<file path="src/design/lspPkg.sv">
`default_nettype none

package lspPkg;

	////////////////////////////////////////////////////////////
	// Frame and word sizes
	////////////////////////////////////////////////////////////
	localparam int lspOrder = 10;                 // Coefficients per frame
	localparam int lspWidth = 16;                 // Q13 coefficient width
	localparam int addrWidth = 4;                 // Covers indices 0..9
	localparam int expandGap = 10;                // Minimum spacing target

	// Credit counts after reset
	localparam int inCredits = 4;                 // Also the skid FIFO depth
	localparam int outCredits = 4;
	localparam int fifoPtrWidth = $clog2(inCredits);
	localparam int outCreditWidth = $clog2(outCredits + 1);

	// Saturation limits
	localparam logic [lspWidth-1:0] satMax = 16'h7FFF;
	localparam logic [lspWidth-1:0] satMin = 16'h8000;

	// Buffer ownership phases
	localparam int phaseWidth = 2;
	localparam logic [phaseWidth-1:0] phaseFill = 2'd0;
	localparam logic [phaseWidth-1:0] phaseExpand = 2'd1;
	localparam logic [phaseWidth-1:0] phaseDrain = 2'd2;

	// Expansion FSM encoding
	localparam int stateWidth = 3;
	localparam logic [stateWidth-1:0] stIdle = 3'd0;
	localparam logic [stateWidth-1:0] stLoop = 3'd1;      // Loop test on j
	localparam logic [stateWidth-1:0] stReadPrev = 3'd2;  // buf[j-1] arrives
	localparam logic [stateWidth-1:0] stCalc = 3'd3;      // buf[j] arrives, tmp formed
	localparam logic [stateWidth-1:0] stCheck = 3'd4;     // Sign test, write j-1
	localparam logic [stateWidth-1:0] stWriteCur = 3'd5;  // Write j

	////////////////////////////////////////////////////////////
	// Saturating 16-bit arithmetic
	////////////////////////////////////////////////////////////
	function automatic logic [lspWidth-1:0] satAdd(input logic [lspWidth-1:0] a,
		input logic [lspWidth-1:0] b);
		logic [lspWidth:0] sum;
		sum = {a[lspWidth-1], a} + {b[lspWidth-1], b};  // One guard bit
		if (sum[lspWidth] != sum[lspWidth-1])
			return sum[lspWidth] ? satMin : satMax;     // Overflow clamps
		return sum[lspWidth-1:0];
	endfunction

	function automatic logic [lspWidth-1:0] satSub(input logic [lspWidth-1:0] a,
		input logic [lspWidth-1:0] b);
		logic [lspWidth:0] diff;
		diff = {a[lspWidth-1], a} - {b[lspWidth-1], b};
		if (diff[lspWidth] != diff[lspWidth-1])
			return diff[lspWidth] ? satMin : satMax;
		return diff[lspWidth-1:0];
	endfunction

	// Arithmetic shift, sign fills from the top
	function automatic logic [lspWidth-1:0] satShr(input logic [lspWidth-1:0] a,
		input logic [addrWidth-1:0] shift);
		return $signed(a) >>> shift;
	endfunction

endpackage

`default_nettype wire

</file>
<file path="src/design/lspMemIf.sv">
`default_nettype none

// One access port onto the frame buffer
interface lspMemIf import lspPkg::*; ();

	logic [addrWidth-1:0] readAddr;
	logic [lspWidth-1:0] readData;    // Valid one cycle after readAddr
	logic [addrWidth-1:0] writeAddr;
	logic [lspWidth-1:0] writeData;
	logic writeEn;                    // Takes effect at the clock edge

	// Frame store side
	modport buffer (
		input readAddr, writeAddr, writeData, writeEn,
		output readData
	);

	// Engine side
	modport client (
		output readAddr, writeAddr, writeData, writeEn,
		input readData
	);

endinterface

`default_nettype wire

</file>
<file path="src/design/lspBuffer.sv">
`default_nettype none

module lspBuffer import lspPkg::*; (
	input logic clk,
	input logic reset,
	input logic fillDone,
	input logic expandDone,
	input logic drainDone,
	output logic fillEnable,
	output logic expandStart,
	output logic drainStart,
	lspMemIf.buffer inPort,
	lspMemIf.buffer expPort,
	lspMemIf.buffer outPort
);

	logic [lspWidth-1:0] words [lspOrder];    // Frame store
	logic [lspWidth-1:0] rdData;
	logic [phaseWidth-1:0] phase;
	logic [addrWidth-1:0] rdAddr;
	logic [addrWidth-1:0] wrAddr;
	logic [lspWidth-1:0] wrData;
	logic wrEn;

	// Port owner follows the phase
	always_comb
	begin
		case (phase)
			phaseExpand:
			begin
				rdAddr = expPort.readAddr;
				wrAddr = expPort.writeAddr;
				wrData = expPort.writeData;
				wrEn = expPort.writeEn;
			end
			phaseDrain:
			begin
				rdAddr = outPort.readAddr;
				wrAddr = outPort.writeAddr;
				wrData = outPort.writeData;
				wrEn = outPort.writeEn;
			end
			default:
			begin
				rdAddr = inPort.readAddr;
				wrAddr = inPort.writeAddr;
				wrData = inPort.writeData;
				wrEn = inPort.writeEn;
			end
		endcase
	end

	always_ff @(posedge clk)
	begin
		if (wrEn)
			words[wrAddr] <= wrData;
		rdData <= words[rdAddr];       // One cycle read latency
	end

	// Same read word seen by every client
	assign inPort.readData = rdData;
	assign expPort.readData = rdData;
	assign outPort.readData = rdData;

	////////////////////////////////////////////////////////////
	// Phase sequencing fill, expand, drain
	////////////////////////////////////////////////////////////
	always_ff @(posedge clk)
	begin
		if (reset)
		begin
			phase <= phaseFill;
			expandStart <= 1'b0;
			drainStart <= 1'b0;
		end
		else
		begin
			expandStart <= 1'b0;
			drainStart <= 1'b0;
			case (phase)
				phaseFill:
					if (fillDone)
					begin
						phase <= phaseExpand;
						expandStart <= 1'b1;   // Pulse together with the change
					end
				phaseExpand:
					if (expandDone)
					begin
						phase <= phaseDrain;
						drainStart <= 1'b1;
					end
				phaseDrain:
					if (drainDone)
						phase <= phaseFill;
				default:
					phase <= phaseFill;
			endcase
		end
	end

	assign fillEnable = (phase == phaseFill);

endmodule

`default_nettype wire

</file>
<file path="src/design/lspExpand.sv">
`default_nettype none

module lspExpand import lspPkg::*; (
	input logic clk,
	input logic reset,
	input logic expandStart,
	output logic expandDone,
	lspMemIf.client mem
);

	logic [stateWidth-1:0] state;
	logic [stateWidth-1:0] nextState;
	logic [addrWidth-1:0] j;                // Loop index 1..9
	logic [lspWidth-1:0] bufPrev;           // buf[j-1] as read back
	logic [lspWidth-1:0] bufCur;            // buf[j]
	logic [lspWidth-1:0] tmp;
	logic [lspWidth-1:0] tmpNext;

	// tmp = shr(add(sub(buf[j-1], buf[j]), gap), 1)
	assign tmpNext = satShr(satAdd(satSub(bufPrev, mem.readData), lspWidth'(expandGap)),
		addrWidth'(1));

	////////////////////////////////////////////////////////////
	// Control registers
	////////////////////////////////////////////////////////////
	always_ff @(posedge clk)
	begin
		if (reset)
		begin
			state <= stIdle;
			j <= addrWidth'(1);
		end
		else
		begin
			state <= nextState;
			if (state == stIdle && expandStart)
				j <= addrWidth'(1);                  // Restart the walk
			else if (state == stCheck && tmp[lspWidth-1])
				j <= j + 1'b1;                       // Negative tmp, pair untouched
			else if (state == stWriteCur)
				j <= j + 1'b1;
		end
	end

	// Datapath captures
	always_ff @(posedge clk)
	begin
		if (state == stReadPrev)
			bufPrev <= mem.readData;
		if (state == stCalc)
		begin
			bufCur <= mem.readData;
			tmp <= tmpNext;
		end
	end

	////////////////////////////////////////////////////////////
	// Next state and buffer access
	////////////////////////////////////////////////////////////
	always_comb
	begin
		nextState = state;
		expandDone = 1'b0;
		mem.readAddr = '0;
		mem.writeAddr = '0;
		mem.writeData = '0;
		mem.writeEn = 1'b0;

		case (state)
			stIdle:
				if (expandStart)
					nextState = stLoop;

			// for (j = 1; j < lspOrder; j++)
			stLoop:
				if (j >= addrWidth'(lspOrder))
				begin
					expandDone = 1'b1;                 // All pairs spread
					nextState = stIdle;
				end
				else
				begin
					mem.readAddr = j - 1'b1;           // Fresh read of j-1
					nextState = stReadPrev;
				end

			stReadPrev:
			begin
				mem.readAddr = j;
				nextState = stCalc;
			end

			stCalc:
				nextState = stCheck;                   // tmp registered here

			// buf[j-1] = sub(buf[j-1], tmp) when tmp not negative
			stCheck:
				if (!tmp[lspWidth-1])
				begin
					mem.writeAddr = j - 1'b1;
					mem.writeData = satSub(bufPrev, tmp);
					mem.writeEn = 1'b1;
					nextState = stWriteCur;
				end
				else
					nextState = stLoop;

			// buf[j] = add(buf[j], tmp)
			stWriteCur:
			begin
				mem.writeAddr = j;
				mem.writeData = satAdd(bufCur, tmp);
				mem.writeEn = 1'b1;
				nextState = stLoop;
			end

			default:
				nextState = stIdle;
		endcase
	end

endmodule

`default_nettype wire

</file>
<file path="src/design/lspInput.sv">
`default_nettype none

module lspInput import lspPkg::*; (
	input logic clk,
	input logic reset,
	input logic lspValid,
	input logic [lspWidth-1:0] lspData,
	input logic fillEnable,           // Buffer is in the fill phase
	output logic lspCredit,
	output logic fillDone,
	lspMemIf.client mem
);

	logic [lspWidth-1:0] fifoMem [inCredits];   // Skid storage, no reset
	logic [fifoPtrWidth-1:0] headPtr;
	logic [fifoPtrWidth-1:0] tailPtr;
	logic [fifoPtrWidth:0] count;
	logic [addrWidth-1:0] wrIdx;                // Next buffer slot
	logic hold;                                 // Frame written, wait for phase turn
	logic push;
	logic pop;

	// Sender owns the credits, full only on a protocol breach
	assign push = lspValid && (count != (fifoPtrWidth + 1)'(inCredits));
	assign pop = fillEnable && !hold && (count != '0);

	////////////////////////////////////////////////////////////
	// Skid FIFO
	////////////////////////////////////////////////////////////
	always_ff @(posedge clk)
	begin
		if (push)
			fifoMem[tailPtr] <= lspData;
	end

	// Pointers wrap naturally, depth is a power of two
	always_ff @(posedge clk)
	begin
		if (reset)
		begin
			headPtr <= '0;
			tailPtr <= '0;
			count <= '0;
		end
		else
		begin
			if (push)
				tailPtr <= tailPtr + 1'b1;
			if (pop)
				headPtr <= headPtr + 1'b1;
			count <= count + (fifoPtrWidth + 1)'(push) - (fifoPtrWidth + 1)'(pop);
		end
	end

	////////////////////////////////////////////////////////////
	// Frame fill
	////////////////////////////////////////////////////////////
	always_ff @(posedge clk)
	begin
		if (reset)
		begin
			wrIdx <= '0;
			hold <= 1'b0;
			lspCredit <= 1'b0;
			fillDone <= 1'b0;
		end
		else
		begin
			lspCredit <= pop;                  // One credit back per word stored
			fillDone <= 1'b0;
			if (!fillEnable)
				hold <= 1'b0;                  // Phase has moved on, rearm
			if (pop)
			begin
				if (wrIdx == addrWidth'(lspOrder - 1))
				begin
					wrIdx <= '0;
					hold <= 1'b1;
					fillDone <= 1'b1;          // Tenth word written
				end
				else
					wrIdx <= wrIdx + 1'b1;
			end
		end
	end

	// Write straight from the FIFO head
	assign mem.writeEn = pop;
	assign mem.writeAddr = wrIdx;
	assign mem.writeData = fifoMem[headPtr];
	assign mem.readAddr = '0;              // Write only port

endmodule

`default_nettype wire

</file>
<file path="src/design/lspOutput.sv">
`default_nettype none

module lspOutput import lspPkg::*; (
	input logic clk,
	input logic reset,
	input logic drainStart,
	output logic drainDone,
	input logic outCredit,
	output logic outValid,
	output logic [lspWidth-1:0] outData,
	lspMemIf.client mem
);

	logic active;                            // Draining a frame
	logic pending;                           // Read word arriving this cycle
	logic [addrWidth-1:0] rdPtr;             // Next address, pending word is rdPtr-1
	logic [addrWidth-1:0] readPtr;
	logic [outCreditWidth-1:0] credits;
	logic send;
	logic drop;
	logic issue;

	assign send = pending && (credits != '0);
	assign drop = pending && (credits == '0);          // Out of credits, fetch again
	assign issue = active && (drop || rdPtr != addrWidth'(lspOrder));
	assign readPtr = drop ? rdPtr - 1'b1 : rdPtr;

	assign mem.readAddr = issue ? readPtr : '0;
	assign mem.writeAddr = '0;                         // Read only port
	assign mem.writeData = '0;
	assign mem.writeEn = 1'b0;

	assign outValid = send;
	assign outData = mem.readData;

	always_ff @(posedge clk)
	begin
		if (reset)
		begin
			active <= 1'b0;
			pending <= 1'b0;
			rdPtr <= '0;
			credits <= outCreditWidth'(outCredits);
			drainDone <= 1'b0;
		end
		else
		begin
			drainDone <= 1'b0;
			credits <= credits - outCreditWidth'(send) + outCreditWidth'(outCredit);
			if (drainStart)
			begin
				active <= 1'b1;
				pending <= 1'b0;
				rdPtr <= '0;
			end
			else if (active)
			begin
				pending <= issue;
				if (issue && !drop)
					rdPtr <= rdPtr + 1'b1;
				if (send && rdPtr == addrWidth'(lspOrder))
				begin
					active <= 1'b0;               // Word 9 just left
					drainDone <= 1'b1;
				end
			end
		end
	end

endmodule

`default_nettype wire

</file>
<file path="src/design/lspStabilizer.sv">
`default_nettype none

module lspStabilizer import lspPkg::*; (
	input logic clk,
	input logic reset,
	input logic lspValid,
	input logic [lspWidth-1:0] lspData,
	output logic lspCredit,
	output logic outValid,
	output logic [lspWidth-1:0] outData,
	input logic outCredit
);

	logic fillEnable;
	logic fillDone;
	logic expandStart;
	logic expandDone;
	logic drainStart;
	logic drainDone;

	// One buffer port per phase owner
	lspMemIf inBus ();
	lspMemIf expBus ();
	lspMemIf outBus ();

	////////////////////////////////////////////////////////////
	// Input side, engine, output side around the buffer
	////////////////////////////////////////////////////////////
	lspInput inputSide (
		.clk(clk),
		.reset(reset),
		.lspValid(lspValid),
		.lspData(lspData),
		.fillEnable(fillEnable),
		.lspCredit(lspCredit),
		.fillDone(fillDone),
		.mem(inBus.client)
	);

	lspBuffer frameBuffer (
		.clk(clk),
		.reset(reset),
		.fillDone(fillDone),
		.expandDone(expandDone),
		.drainDone(drainDone),
		.fillEnable(fillEnable),
		.expandStart(expandStart),
		.drainStart(drainStart),
		.inPort(inBus.buffer),
		.expPort(expBus.buffer),
		.outPort(outBus.buffer)
	);

	lspExpand expandEngine (
		.clk(clk),
		.reset(reset),
		.expandStart(expandStart),
		.expandDone(expandDone),
		.mem(expBus.client)
	);

	lspOutput outputSide (
		.clk(clk),
		.reset(reset),
		.drainStart(drainStart),
		.drainDone(drainDone),
		.outCredit(outCredit),
		.outValid(outValid),
		.outData(outData),
		.mem(outBus.client)
	);

endmodule

`default_nettype wire

</file>
<file path="config.mk">
export PLATFORM = sky130hd
export DESIGN_NAME = lspStabilizer
export DESIGN_NICKNAME = d
export VERILOG_FILES = /design/src/design/lspPkg.sv /design/src/design/lspMemIf.sv /design/src/design/lspBuffer.sv /design/src/design/lspExpand.sv /design/src/design/lspInput.sv /design/src/design/lspOutput.sv /design/src/design/lspStabilizer.sv
export SDC_FILE = /design/constraint.sdc
export NUM_CORES = 1
export LEC_CHECK = 0
export ABC_AREA = 1
export BUFFER_PORTS_ARGS = -buffer_cell sky130_fd_sc_hd__buf_2
export CORE_AREA = 4 4 196 198
export CTS_BUF_LIST = sky130_fd_sc_hd__clkbuf_16
export DETAILED_ROUTE_END_ITERATION = 7
export DIE_AREA = 0 0 200 202
export GPL_TIMING_DRIVEN = 1
export SLEW_MARGIN = 10
export SYNTH_ARGS = -nofsm -noshare
export SYNTH_HDL_FRONTEND = slang
export SYNTH_SLANG_ARGS = --single-unit
</file>
<file path="constraint.sdc">
create_clock -name clk -period 3.05 [get_ports clk]
set_input_delay 0.1525 -clock clk [delete_from_list [all_inputs] [get_ports clk]]
set_output_delay 0.1525 -clock clk [all_outputs]
set_load 0.03 [all_outputs]
</file>
# Yosys cells after proc, flatten, opt, wreduce, memory -nomap -nowiden
# Memory sizes are Yosys's and may differ from the RTL's. A register that Yosys moved wholly into a read port is not among the register bits.
# Cells that the tools add are included.
word_totals:
  ff_bits: 82
  mem_bits_rw: 224
  in_bits: 20
  elab_cells: 150
  mem_count: 2
classes:
  n_addsub: 15
  order_cmp: 1
  n_eq_ne: 19
  muxes: 62
  bitwise_logic: 4
  reduce_logical: 27
memory_table:
  columns: ["name", "depth", "word_bits", "rd", "rd_clocked_by_memory_dff", "wr", "line_no", "rtl"]
  rows:
  - ["frameBuffer.words", 10, 16, 1, 1, 1, "lspBuffer.sv:17", "logic [lspWidth-1:0] words [lspOrder];"]
  - ["inputSide.fifoMem", 4, 16, 1, 1, 1, "lspInput.sv:14", "logic [lspWidth-1:0] fifoMem [inCredits];"]
op_table:
  columns: ["operator", "count"]
  rows:
  - ["$mux 16", 13]
  - ["$pmux 16 s2", 2]
  - ["$pmux 4 s2", 4]
  - ["$mux 4", 7]
  - ["$mux 1", 24]
  - ["$pmux 3 s6", 1]
  - ["$add 16x15->17", 1]
  - ["$add 16x5->17 const B", 1]
  - ["$sub 16x15->17", 1]
  - ["$sub 16x16->17", 1]
  - ["$add 4x1->4 const B", 3]
  - ["$mux 2", 6]
  - ["$logic_and 1x1->1", 10]
  - ["$reduce_or 2->1", 5]
  - ["$eq 4x4->1 const B", 2]
  - ["$sub 4x1->4 const B", 2]
  - ["$add 3x1->3", 2]
  - ["$eq 3x2->1 const B", 2]
  - ["$eq 3x3->1 const B", 2]
  - ["$logic_not 3->1", 2]
  - ["$mux 3", 2]
  - ["$ne 2x2->1 const B", 3]
  - ["$pmux 2 s3", 1]
  - ["$reduce_bool 3->1", 2]
  - ["other kinds (19)", 29]

# Depth between registers and ports, before layout
# Gate-level depths: netlist (run 1).
depth:
  ltp_word: 9
  depth_mapped: 25
  ltp_nobuf: 24

# Hierarchy
# From an unflattened synthesis (run 1), not the netlist that was laid out.
unflattened:
  cells_unflattened: 1949
  area_unflattened_um2: 17794.6
modules_own_cells:
  columns: ["module", "instances", "cells_per_inst", "area_per_inst_um2"]
  rows:
  - ["lspBuffer", 1, 818, 8365.5]
  - ["lspExpand", 1, 754, 5382.7]
  - ["lspInput", 1, 255, 3134.3]
  - ["lspOutput", 1, 122, 912.1]

# Worst setup path after synthesis (run 1)
# Ideal clock, no wire load.
synth_timing:
  path_type: "flip-flop to flip-flop"
  start: "reg frameBuffer.rdData[1], in the netlist frameBuffer.expPort.readData[1], read port of frameBuffer.words"
  end: "reg expandEngine.tmp[5] (data pin)"
  arrival_time_ns: 2.935
  required_time_ns: 2.797
  setup_slack_ns: -0.138
  stages_incl_launch_ff: 24
  n_path_buf: 2
  period_less_slack_ns: 3.188
  cell_sequence: "dfxtp_1 -> inv_1 -> fa_1 -> nand2_1 -> nand2_1 -> nand3_1 -> nand2_2 -> nand2_2 -> nand2_2 -> nand2_1 -> nand2_2 -> nand2_4 -> buf_6 -> o21ai_0 -> ha_1 -> inv_1 -> nand2_1 -> nand3_1 -> inv_1 -> nand2_1 -> nand2_1 -> nand3_4 -> buf_12 -> nand2_2"
synth_via:
  elab_chain_cells: 8
synth_lines:
  columns: ["element", "line_no", "rtl"]
  rows:
  - ["from (decl)", "lspBuffer.sv:18", "logic [lspWidth-1:0] rdData;"]
  - ["$sub 16x16->17 *", "lspPkg.sv:53", "diff = {a[lspWidth-1], a} - {b[lspWidth-1], b};"]
  - ["$mux 16 / $ne 1x1->1 (equally long branches)", "lspPkg.sv:55, lspPkg.sv:54", null]
  - ["$mux 16 / $mux 1 (equally long branches)", "lspPkg.sv:54", "if (diff[lspWidth] != diff[lspWidth-1])"]
  - ["$mux 16 *", "lspPkg.sv:56", "return diff[lspWidth-1:0];"]
  - ["$add 16x5->17 *", "lspPkg.sv:44", "sum = {a[lspWidth-1], a} + {b[lspWidth-1], b};"]
  - ["$mux 16 / $ne 1x1->1 (equally long branches)", "lspPkg.sv:46, lspPkg.sv:45", null]
  - ["$mux 16 / $mux 1 (equally long branches)", "lspPkg.sv:45", "if (sum[lspWidth] != sum[lspWidth-1])"]
  - ["$mux 16 *", "lspPkg.sv:47", "return sum[lspWidth-1:0];"]
  - ["via expandEngine.tmpNext[5]", "lspExpand.sv:17", "logic [lspWidth-1:0] tmpNext;"]
  - ["to (signal assigned)", "lspExpand.sv:53", "tmp <= tmpNext;"]
  - ["to (decl)", "lspExpand.sv:16", "logic [lspWidth-1:0] tmp;"]
# Mark *: on every way through the listed nets, which the timed path passes. The rest lies on a longest branch. The select of a mux whose other input is x is not followed.
# A chain may end at the register's enable or synchronous reset.

# Worst setup path in the final report (run 1)
layout_timing:
  start: "reg expandEngine.bufPrev[9]"
  end: "reg expandEngine.tmp[6] (data pin)"
layout_via:
  elab_chain_cells: 8
layout_lines:
  columns: ["element", "line_no", "rtl"]
  rows:
  - ["from (decl)", "lspExpand.sv:14", "logic [lspWidth-1:0] bufPrev;"]
  - ["from (signal assigned)", "lspExpand.sv:49", "bufPrev <= mem.readData;"]
  - ["$sub 16x16->17 *", "lspPkg.sv:53", null]
  - ["$mux 16 / $ne 1x1->1 (equally long branches)", "lspPkg.sv:55, lspPkg.sv:54", null]
  - ["$mux 16 / $mux 1 (equally long branches)", "lspPkg.sv:54", null]
  - ["$mux 16 *", "lspPkg.sv:56", null]
  - ["$add 16x5->17 *", "lspPkg.sv:44", null]
  - ["$mux 16 / $ne 1x1->1 (equally long branches)", "lspPkg.sv:46, lspPkg.sv:45", null]
  - ["$mux 16 / $mux 1 (equally long branches)", "lspPkg.sv:45", null]
  - ["$mux 16 *", "lspPkg.sv:47", null]
  - ["via expandEngine.tmpNext[6]", "lspExpand.sv:17", null]
# Marked as above.

==> impl_metrics.csv, run 1 <==
group,metric,value,unit
run_status,status,"complete, but fails checks",
run_status,violations,"setup timing",
yosys,syn_nets,1774,
sta,max_slew_margin,45.12,%
drt,drt-wirelength-per-cell,18.06,um
place,place_inst,2284,
clock_tree,numCtsBuffers,36,
floorplan,die_x,200,um
global_routing,grtUsageTotal,20.77,%
place,dp_hpwl,29260,um
yosys,synth_most_common_cell,"nand2_1",
global_routing,grt_pass1_vias,11910,
drt,routed-wl-met2,20430,um
sta,worstMarginPinSlew,0.8223,ns
critical_path,path_cells,"ha_4, nand2_1, nand2_1, nand2_1, nand2_2, a21oi_4, nand3_2, nand2_4, nand2_4, a21oi_2, ha_2, inv_2, nand2_4, nand4_1, nor2_4, nand2_4, nand3_4, nand2_2",
drt,drc_errors,0,
layout,area_growth,23.50,%
sta,rsz0062_at_grt,"true",
critical_path,cp_max_fo,7,
yosys,avgSynthCellArea,9.697,um^2
yosys,netlist.area_leader.share,49.86,%
pwr,clockPowerShare,20.6,%
clock_tree,cts_tree,"built",
floorplan,io_pins,38,
pwr,p_total,0.01943,W
clock_tree,clock_latency,0.53,ns
min_path,hp-start,"lspValid",
min_path,hp-class,"primary input to flip-flop",
sta,tns,-0.4033,ns
sta,fin_ws,-0.04146,ns
sta,fin_crit,3.091,ns
floorplan,die_y,202,um
min_path,min_to,"inputSide.tailPtr[1]$_SDFFE_PP0P_",
place,io_buffers,37,
run,drv_cap,0,
critical_path,critPathKind,"flip-flop to flip-flop",
sta,finalClockSkew,0.01886,ns
drt,dr_wl_met3,2207,um
sta,fin_crit_sh,101.4,%
global_routing,grt_overflow,0,
drt,avgViaCountPerCell,5.297,
yosys,synthTopCellsByCount,"nand2_1, edfxtp_1, nor2_1",
sta,finalHoldViolCount,0,
clock_tree,clk_pin_slew,0.07,ns
global_routing,antenna_found_initial,1,
critical_path,reg2reg_slack,-0.04,ns
yosys,ys_types,52,
critical_path,startpoint,"expandEngine.bufPrev[9]$_DFFE_PN_",
yosys,syn_area,16320,um^2
yosys,synth_top_area_cell,"edfxtp_1",
floorplan,initial_core_util,44.69,%
yosys,synth_seq_area_share,56.36,%
sta,setup_viol_count_final,14,
drt,firstDrtPassIters,5,
yosys,synth.ff_latch_count,324,
min_path,hold_depth,4,
critical_path,cp_top_family,"simple AND/OR/NAND/NOR gates",
critical_path,cp.arrival,3.36,ns
sta,final_max_slew_viol_count,0,
pwr,switching_share,39.28,%
drt,antenna_left,0,
layout,nets,1978,
layout,antenna_cells,0,
critical_path,worst_ep_required_time,3.32,ns
sta,holdWs,0.05865,ns
critical_path,rr_endpoint,"expandEngine.tmp[6]$_DFFE_PN_",
floorplan,core,36520,um^2
pwr,p_int,0.01180,W
layout,fin_cells,2381,
critical_path,reg2reg_depth,18,
yosys,async_flop_share,0,%
pwr,power.net_switching,0.007633,W
pwr,seqPwrFrac,32.3,%
global_routing,grt_pass1_wl,66330,um
clock_tree,cts.sinks,324,
yosys,synthFlopType,"edfxtp_1",
drt,top_layer,"met4",
pwr,power_frac_comb,47.1,%
yosys,yosys_warnings,0,
critical_path,cp-start-kind,"flip-flop",
clock_tree,cts_buffer_depth,3,
critical_path,setup.worst_path.end_class,"flip-flop",
yosys,synth-edff-count,271,
critical_path,max_stage_delay,0.46,ns
pwr,irDropWorstVdd,553.8,uV
drt,wl_met1,19310,um
sta,max_freq,323.5,MHz
critical_path,slowest_stage,"edfxtp_1",
critical_path,rr_startpoint,"expandEngine.bufPrev[9]$_DFFE_PN_",
drt,wirelength,42990,um
pwr,power_density,964.0,nW/um^2
clock_tree,cts_root_buffer,"clkbuf_16",
drt,vias,12610,
critical_path,path_buf_inv,1,
pwr,p_leak,8.261,nW
place,routabilityCongestion,0.9128,
yosys,netlist_instances,1683,
global_routing,grt_max_degree,42,
floorplan,die-area,40400,um^2
layout,layout-drive-gt1-share,22.63,%
clock_tree,h-tree-depth,2,
critical_path,cp_common_cell,"nand2_4",
yosys,synth_area_leaders,"edfxtp_1, nand2_1, dfxtp_1",
drt,drtIter0Drc,835,
floorplan,rows,70,
per-stage QoR:
stage               utilization (%)  setup slack [ns]  instance area (um^2)
global route                  55.19           -0.1952                 20160
floorplan                         -           0.01463                 16350
finish                        55.19          -0.04146                 20160
detailed placement            49.66           -0.1541                 18140
CTS                           53.57          0.002052                 19570
global placement              49.66           -0.1137                 18140
power groups by stage:
stage / clock [W] / sequential (W) / combinational [W]
final: 0.00400 / 0.00628 / 0.00915
after global routing: 0.00429 / 0.00633 / 0.0100
after CTS: 0.00410 / 0.00629 / 0.00824
after detailed placement: 0 / 0.00637 / 0.00790
after global placement: 0 / 0.00636 / 0.00784
after floorplan: 0 / 0.00659 / 0.00480
tightest hold or removal path, cell delays in order:
cell	delay, ns
buf_2	0.10
o31ai_1	0.06
buf_4	0.15
a21oi_1	0.07
logic make-up (layout without fill, tap and decap cells):
group | Yosys count | in the layout | share of synthesized area (%)
compound gates | 286 | 286 | 10.46
buf+inv | 229 | 456 | 5.650
fa+ha+maj | 71 | 71 | 5.673
xor+xnor | 49 | 49 | 2.630
flops | 324 | 324 | 56.36
simple gates | 724 | 727 | 19.22
placed cells by master, fill, tap and decap left out, drive strengths merged, types with 22 or more instances in the layout:
master / count
nand2: 365
edfxtp: 271
nor2: 207
buf: 196
inv: 181
o21ai: 107
nand3: 103
a21oi: 80
ha: 66
dfxtp: 53
clkbuf: 38
xor2: 31
o211ai: 22
o22ai: 22
worst max-delay path by stage:
| stage | to | slack, ns | depth (start not counted) |
|---|---|---|---|
| 5_1_grt | expandEngine.tmp[2]$_DFFE_PN_ | -0.20 | 18 |
| 4_1_cts | expandEngine.tmp[2]$_DFFE_PN_ | 0.002 | 22 |
| 6_report | expandEngine.tmp[6]$_DFFE_PN_ | -0.04 | 18 |
| 3_5_place_dp | expandEngine.tmp[1]$_DFFE_PN_ | -0.15 | 19 |
| 2_1_floorplan | expandEngine.tmp[5]$_DFFE_PN_ | 0.01 | 23 |
| 3_3_place_gp | expandEngine.tmp[2]$_DFFE_PN_ | -0.11 | 19 |
routing by layer:
layer,global-route usage [%],vias up
met5,0,-
met4,5.531,0
met3,3.151,69
met2,33.51,333
met1,29.43,6039
li1,-,6172
timing repair:
item | 4_1_cts | 5_1_grt
gates resized for setup | 23 | 112
hold buffers | 19 | 0
setup buffers | 2 | 8
hold endpoints to repair | 74 | 0
cloned | 1 | 3
pin swaps | 4 | 28
setup endpoints to repair | 36 | 186
sequential cells by signal, summed over array words and instances (netlist names), 4 cells and up, named ones only:
register                      count
expandEngine.bufCur              16
expandEngine.bufPrev             16
expandEngine.j                    4
expandEngine.tmp                 15
frameBuffer.expPort.readData     16
frameBuffer.words               160
inputSide.fifoMem                64
inputSide.mem.writeAddr           4
outputSide.rdPtr                  4
area by class of cell:
type	instances	area (um^2)
fillers	3167	16370
repair buffers	216	1752
multi-input cells	1133	6848
well taps	468	585.6
flip-flops and latches	324	9221
inverters	176	663.1
clock inverters	27	161.4
clock buffers	37	925.9
(Power assumes the default switching activity.)
==> inputs of run 2 (changes only) <==
==> constraint.sdc (replaced) <==
create_clock -name clk -period 3.05 [get_ports clk]
set_input_delay 0.305 -clock clk [delete_from_list [all_inputs] [get_ports clk]]
set_output_delay 0.305 -clock clk [all_outputs]
set_load 0.03 [all_outputs]
==> impl_metrics.csv, run 2 (same netlist as run 1, synthesis figures left out) <==
group,metric,value,unit
run_status,status,"complete, but fails checks",
run_status,violations,"setup timing",
global_routing,antenna_found_initial,1,
layout,final_util,55.11,%
critical_path,cp_common_cell,"nand2_4",
sta,finalHoldViolCount,0,
sta,rsz0062_at_grt,"true",
sta,final_max_slew_viol_count,0,
floorplan,core,36520,um^2
critical_path,critPathKind,"flip-flop to flip-flop",
pwr,irDropWorstVdd,554.0,uV
layout,regArea,9221,um^2
floorplan,rows,70,
sta,worstMarginPinSlew,0.8112,ns
critical_path,path_cells,"ha_4, nand2_1, nand2_1, nand2_1, nand2_2, a21oi_4, nand3_2, nand2_4, nand2_4, a21oi_2, ha_2, inv_2, nand2_4, nand4_1, nor2_4, nand2_4, nand3_4, nand2_2",
clock_tree,cts_tree,"built",
global_routing,grt_max_degree,42,
clock_tree,h-tree-depth,2,
floorplan,io_pins,38,
run,drv_cap,0,
place,dp_hpwl,29260,um
global_routing,grt_pass1_vias,11890,
clock_tree,clock_latency,0.53,ns
floorplan,die_y,202,um
sta,holdWs,0.1210,ns
layout,top_register,"frameBuffer.words",
sta,fin_ws,-0.04653,ns
global_routing,grtUsageTotal,20.75,%
drt,drc_errors,0,
layout,top_regs,"frameBuffer.words x160, inputSide.fifoMem x64",
sta,setup_viol_count_final,14,
sta,finalClockSkew,0.01873,ns
layout,area_growth,23.32,%
sta,fin_crit,3.097,ns
drt,wirelength,42870,um
floorplan,die_x,200,um
drt,antenna_left,0,
layout,antenna_cells,0,
sta,fin_crit_sh,101.5,%
sta,max_freq,322.9,MHz
critical_path,cp-start-kind,"flip-flop",
clock_tree,clk_pin_slew,0.07,ns
pwr,power_density,964.6,nW/um^2
critical_path,slowest_stage,"edfxtp_1",
layout,mostFrequentLayoutCells,"nand2_1, edfxtp_1, nor2_1",
clock_tree,cts_root_buffer,"clkbuf_16",
layout,layout-drive-gt1-share,22.67,%
floorplan,initial_core_util,44.69,%
layout,final_common_cell,"nand2_1",
global_routing,grt_pass1_wl,66230,um
place,io_buffers,37,
critical_path,cp_max_fo,7,
critical_path,setup.worst_path.end_class,"flip-flop",
layout,largest_register_ffs,160,
drt,avgViaCountPerCell,5.285,
drt,vias,12570,
floorplan,die-area,40400,um^2
critical_path,cp.arrival,3.37,ns
clock_tree,cts.sinks,324,
pwr,p_leak,8.247,nW
sta,max_slew_margin,45.86,%
layout,nets,1975,
global_routing,grt_overflow,0,
place,routabilityCongestion,0.9128,
min_path,hp-class,"primary input to flip-flop",
layout,fillers,3167,
drt,drt-wirelength-per-cell,18.03,um
layout,multi_input_area,6848,um^2
drt,drtIter0Drc,869,
clock_tree,cts_buffer_depth,3,
critical_path,worst_ep_required_time,3.32,ns
pwr,p_total,0.01941,W
clock_tree,numCtsBuffers,36,
critical_path,max_stage_delay,0.46,ns
drt,firstDrtPassIters,5,
[run 2: changes by cell type in the layout (fill, tap and decap cells not counted)]
cell | previous run | this run
dlygate4sd3_1 | 19 | 16
[run 2: critical path, delay by kind of cell (launching register included)]
kind	cells	cell delay, ns
buf+inv	1	0.04
fa+ha+maj	2	0.49
flops	1	0.46
compound gates	2	0.35
simple gates	13	1.49
[run 2: where the power goes]
group	switching, W	internal [W]	total (W)
Clock	0.00171	0.00229	0.00400
Combinational	0.00570	0.00343	0.00913
Sequential	0.000210	0.00607	0.00628
Total	0.00762	0.0118	0.0194
[run 2: area by class of cell]
type                            count  area share (%)
Clock buffer                       37           4.600
Timing Repair Buffer              213           8.554
Tap cell                          468           2.909
Inverter                          176           3.295
Sequential cell                   324           45.82
Multi-Input combinational cell   1133           34.02
Clock inverter                     27          0.8019
[run 2: final timing paths]
check                                         start                                to  slack [ns]  cells past startpoint
setup / recovery  expandEngine.bufPrev[9]$_DFFE_PN_     expandEngine.tmp[6]$_DFFE_PN_       -0.05                     18
hold / removal                            outCredit  outputSide.credits[0]$_SDFF_PP0_        0.12                      4
setup reg to reg  expandEngine.bufPrev[9]$_DFFE_PN_     expandEngine.tmp[6]$_DFFE_PN_       -0.05                     18
hold reg to reg   inputSide.headPtr[1]$_SDFFE_PP0P_                         flip-flop        0.47                      2
[run 2: per-stage QoR]
step / instance area (um^2) / TNS, ns / cells / setup slack (ns)
after detailed placement: 18140 / -1.792 / 2284 / -0.1541
after CTS: 19540 / 0 / 2367 / 0.002052
final: 20130 / -0.4932 / 2378 / -0.04653
after floorplan: 16350 / 0 / 1683 / 0.01463
after global placement: 18140 / -1.415 / 2284 / -0.1137
after global routing: 20130 / -2.561 / 2378 / -0.1952
[run 2: routing by layer]
layer | global-route usage (%) | up-vias | wire length, um
met1 | 29.40 | 5978 | 19310
met2 | 33.46 | 351 | 20250
met5 | 0 | - | 0
met3 | 3.151 | 74 | 2242
met4 | 5.531 | 0 | 1067
li1 | - | 6164 | -
[run 2: timing repair]
action | CTS | global route
setup endpoints to repair | 36 | 186
buffers inserted | 2 | 8
pin swaps | 4 | 28
gates resized for setup | 23 | 112
cloned | 1 | 3
hold endpoints to repair | 64 | 0
hold buffers | 16 | 0
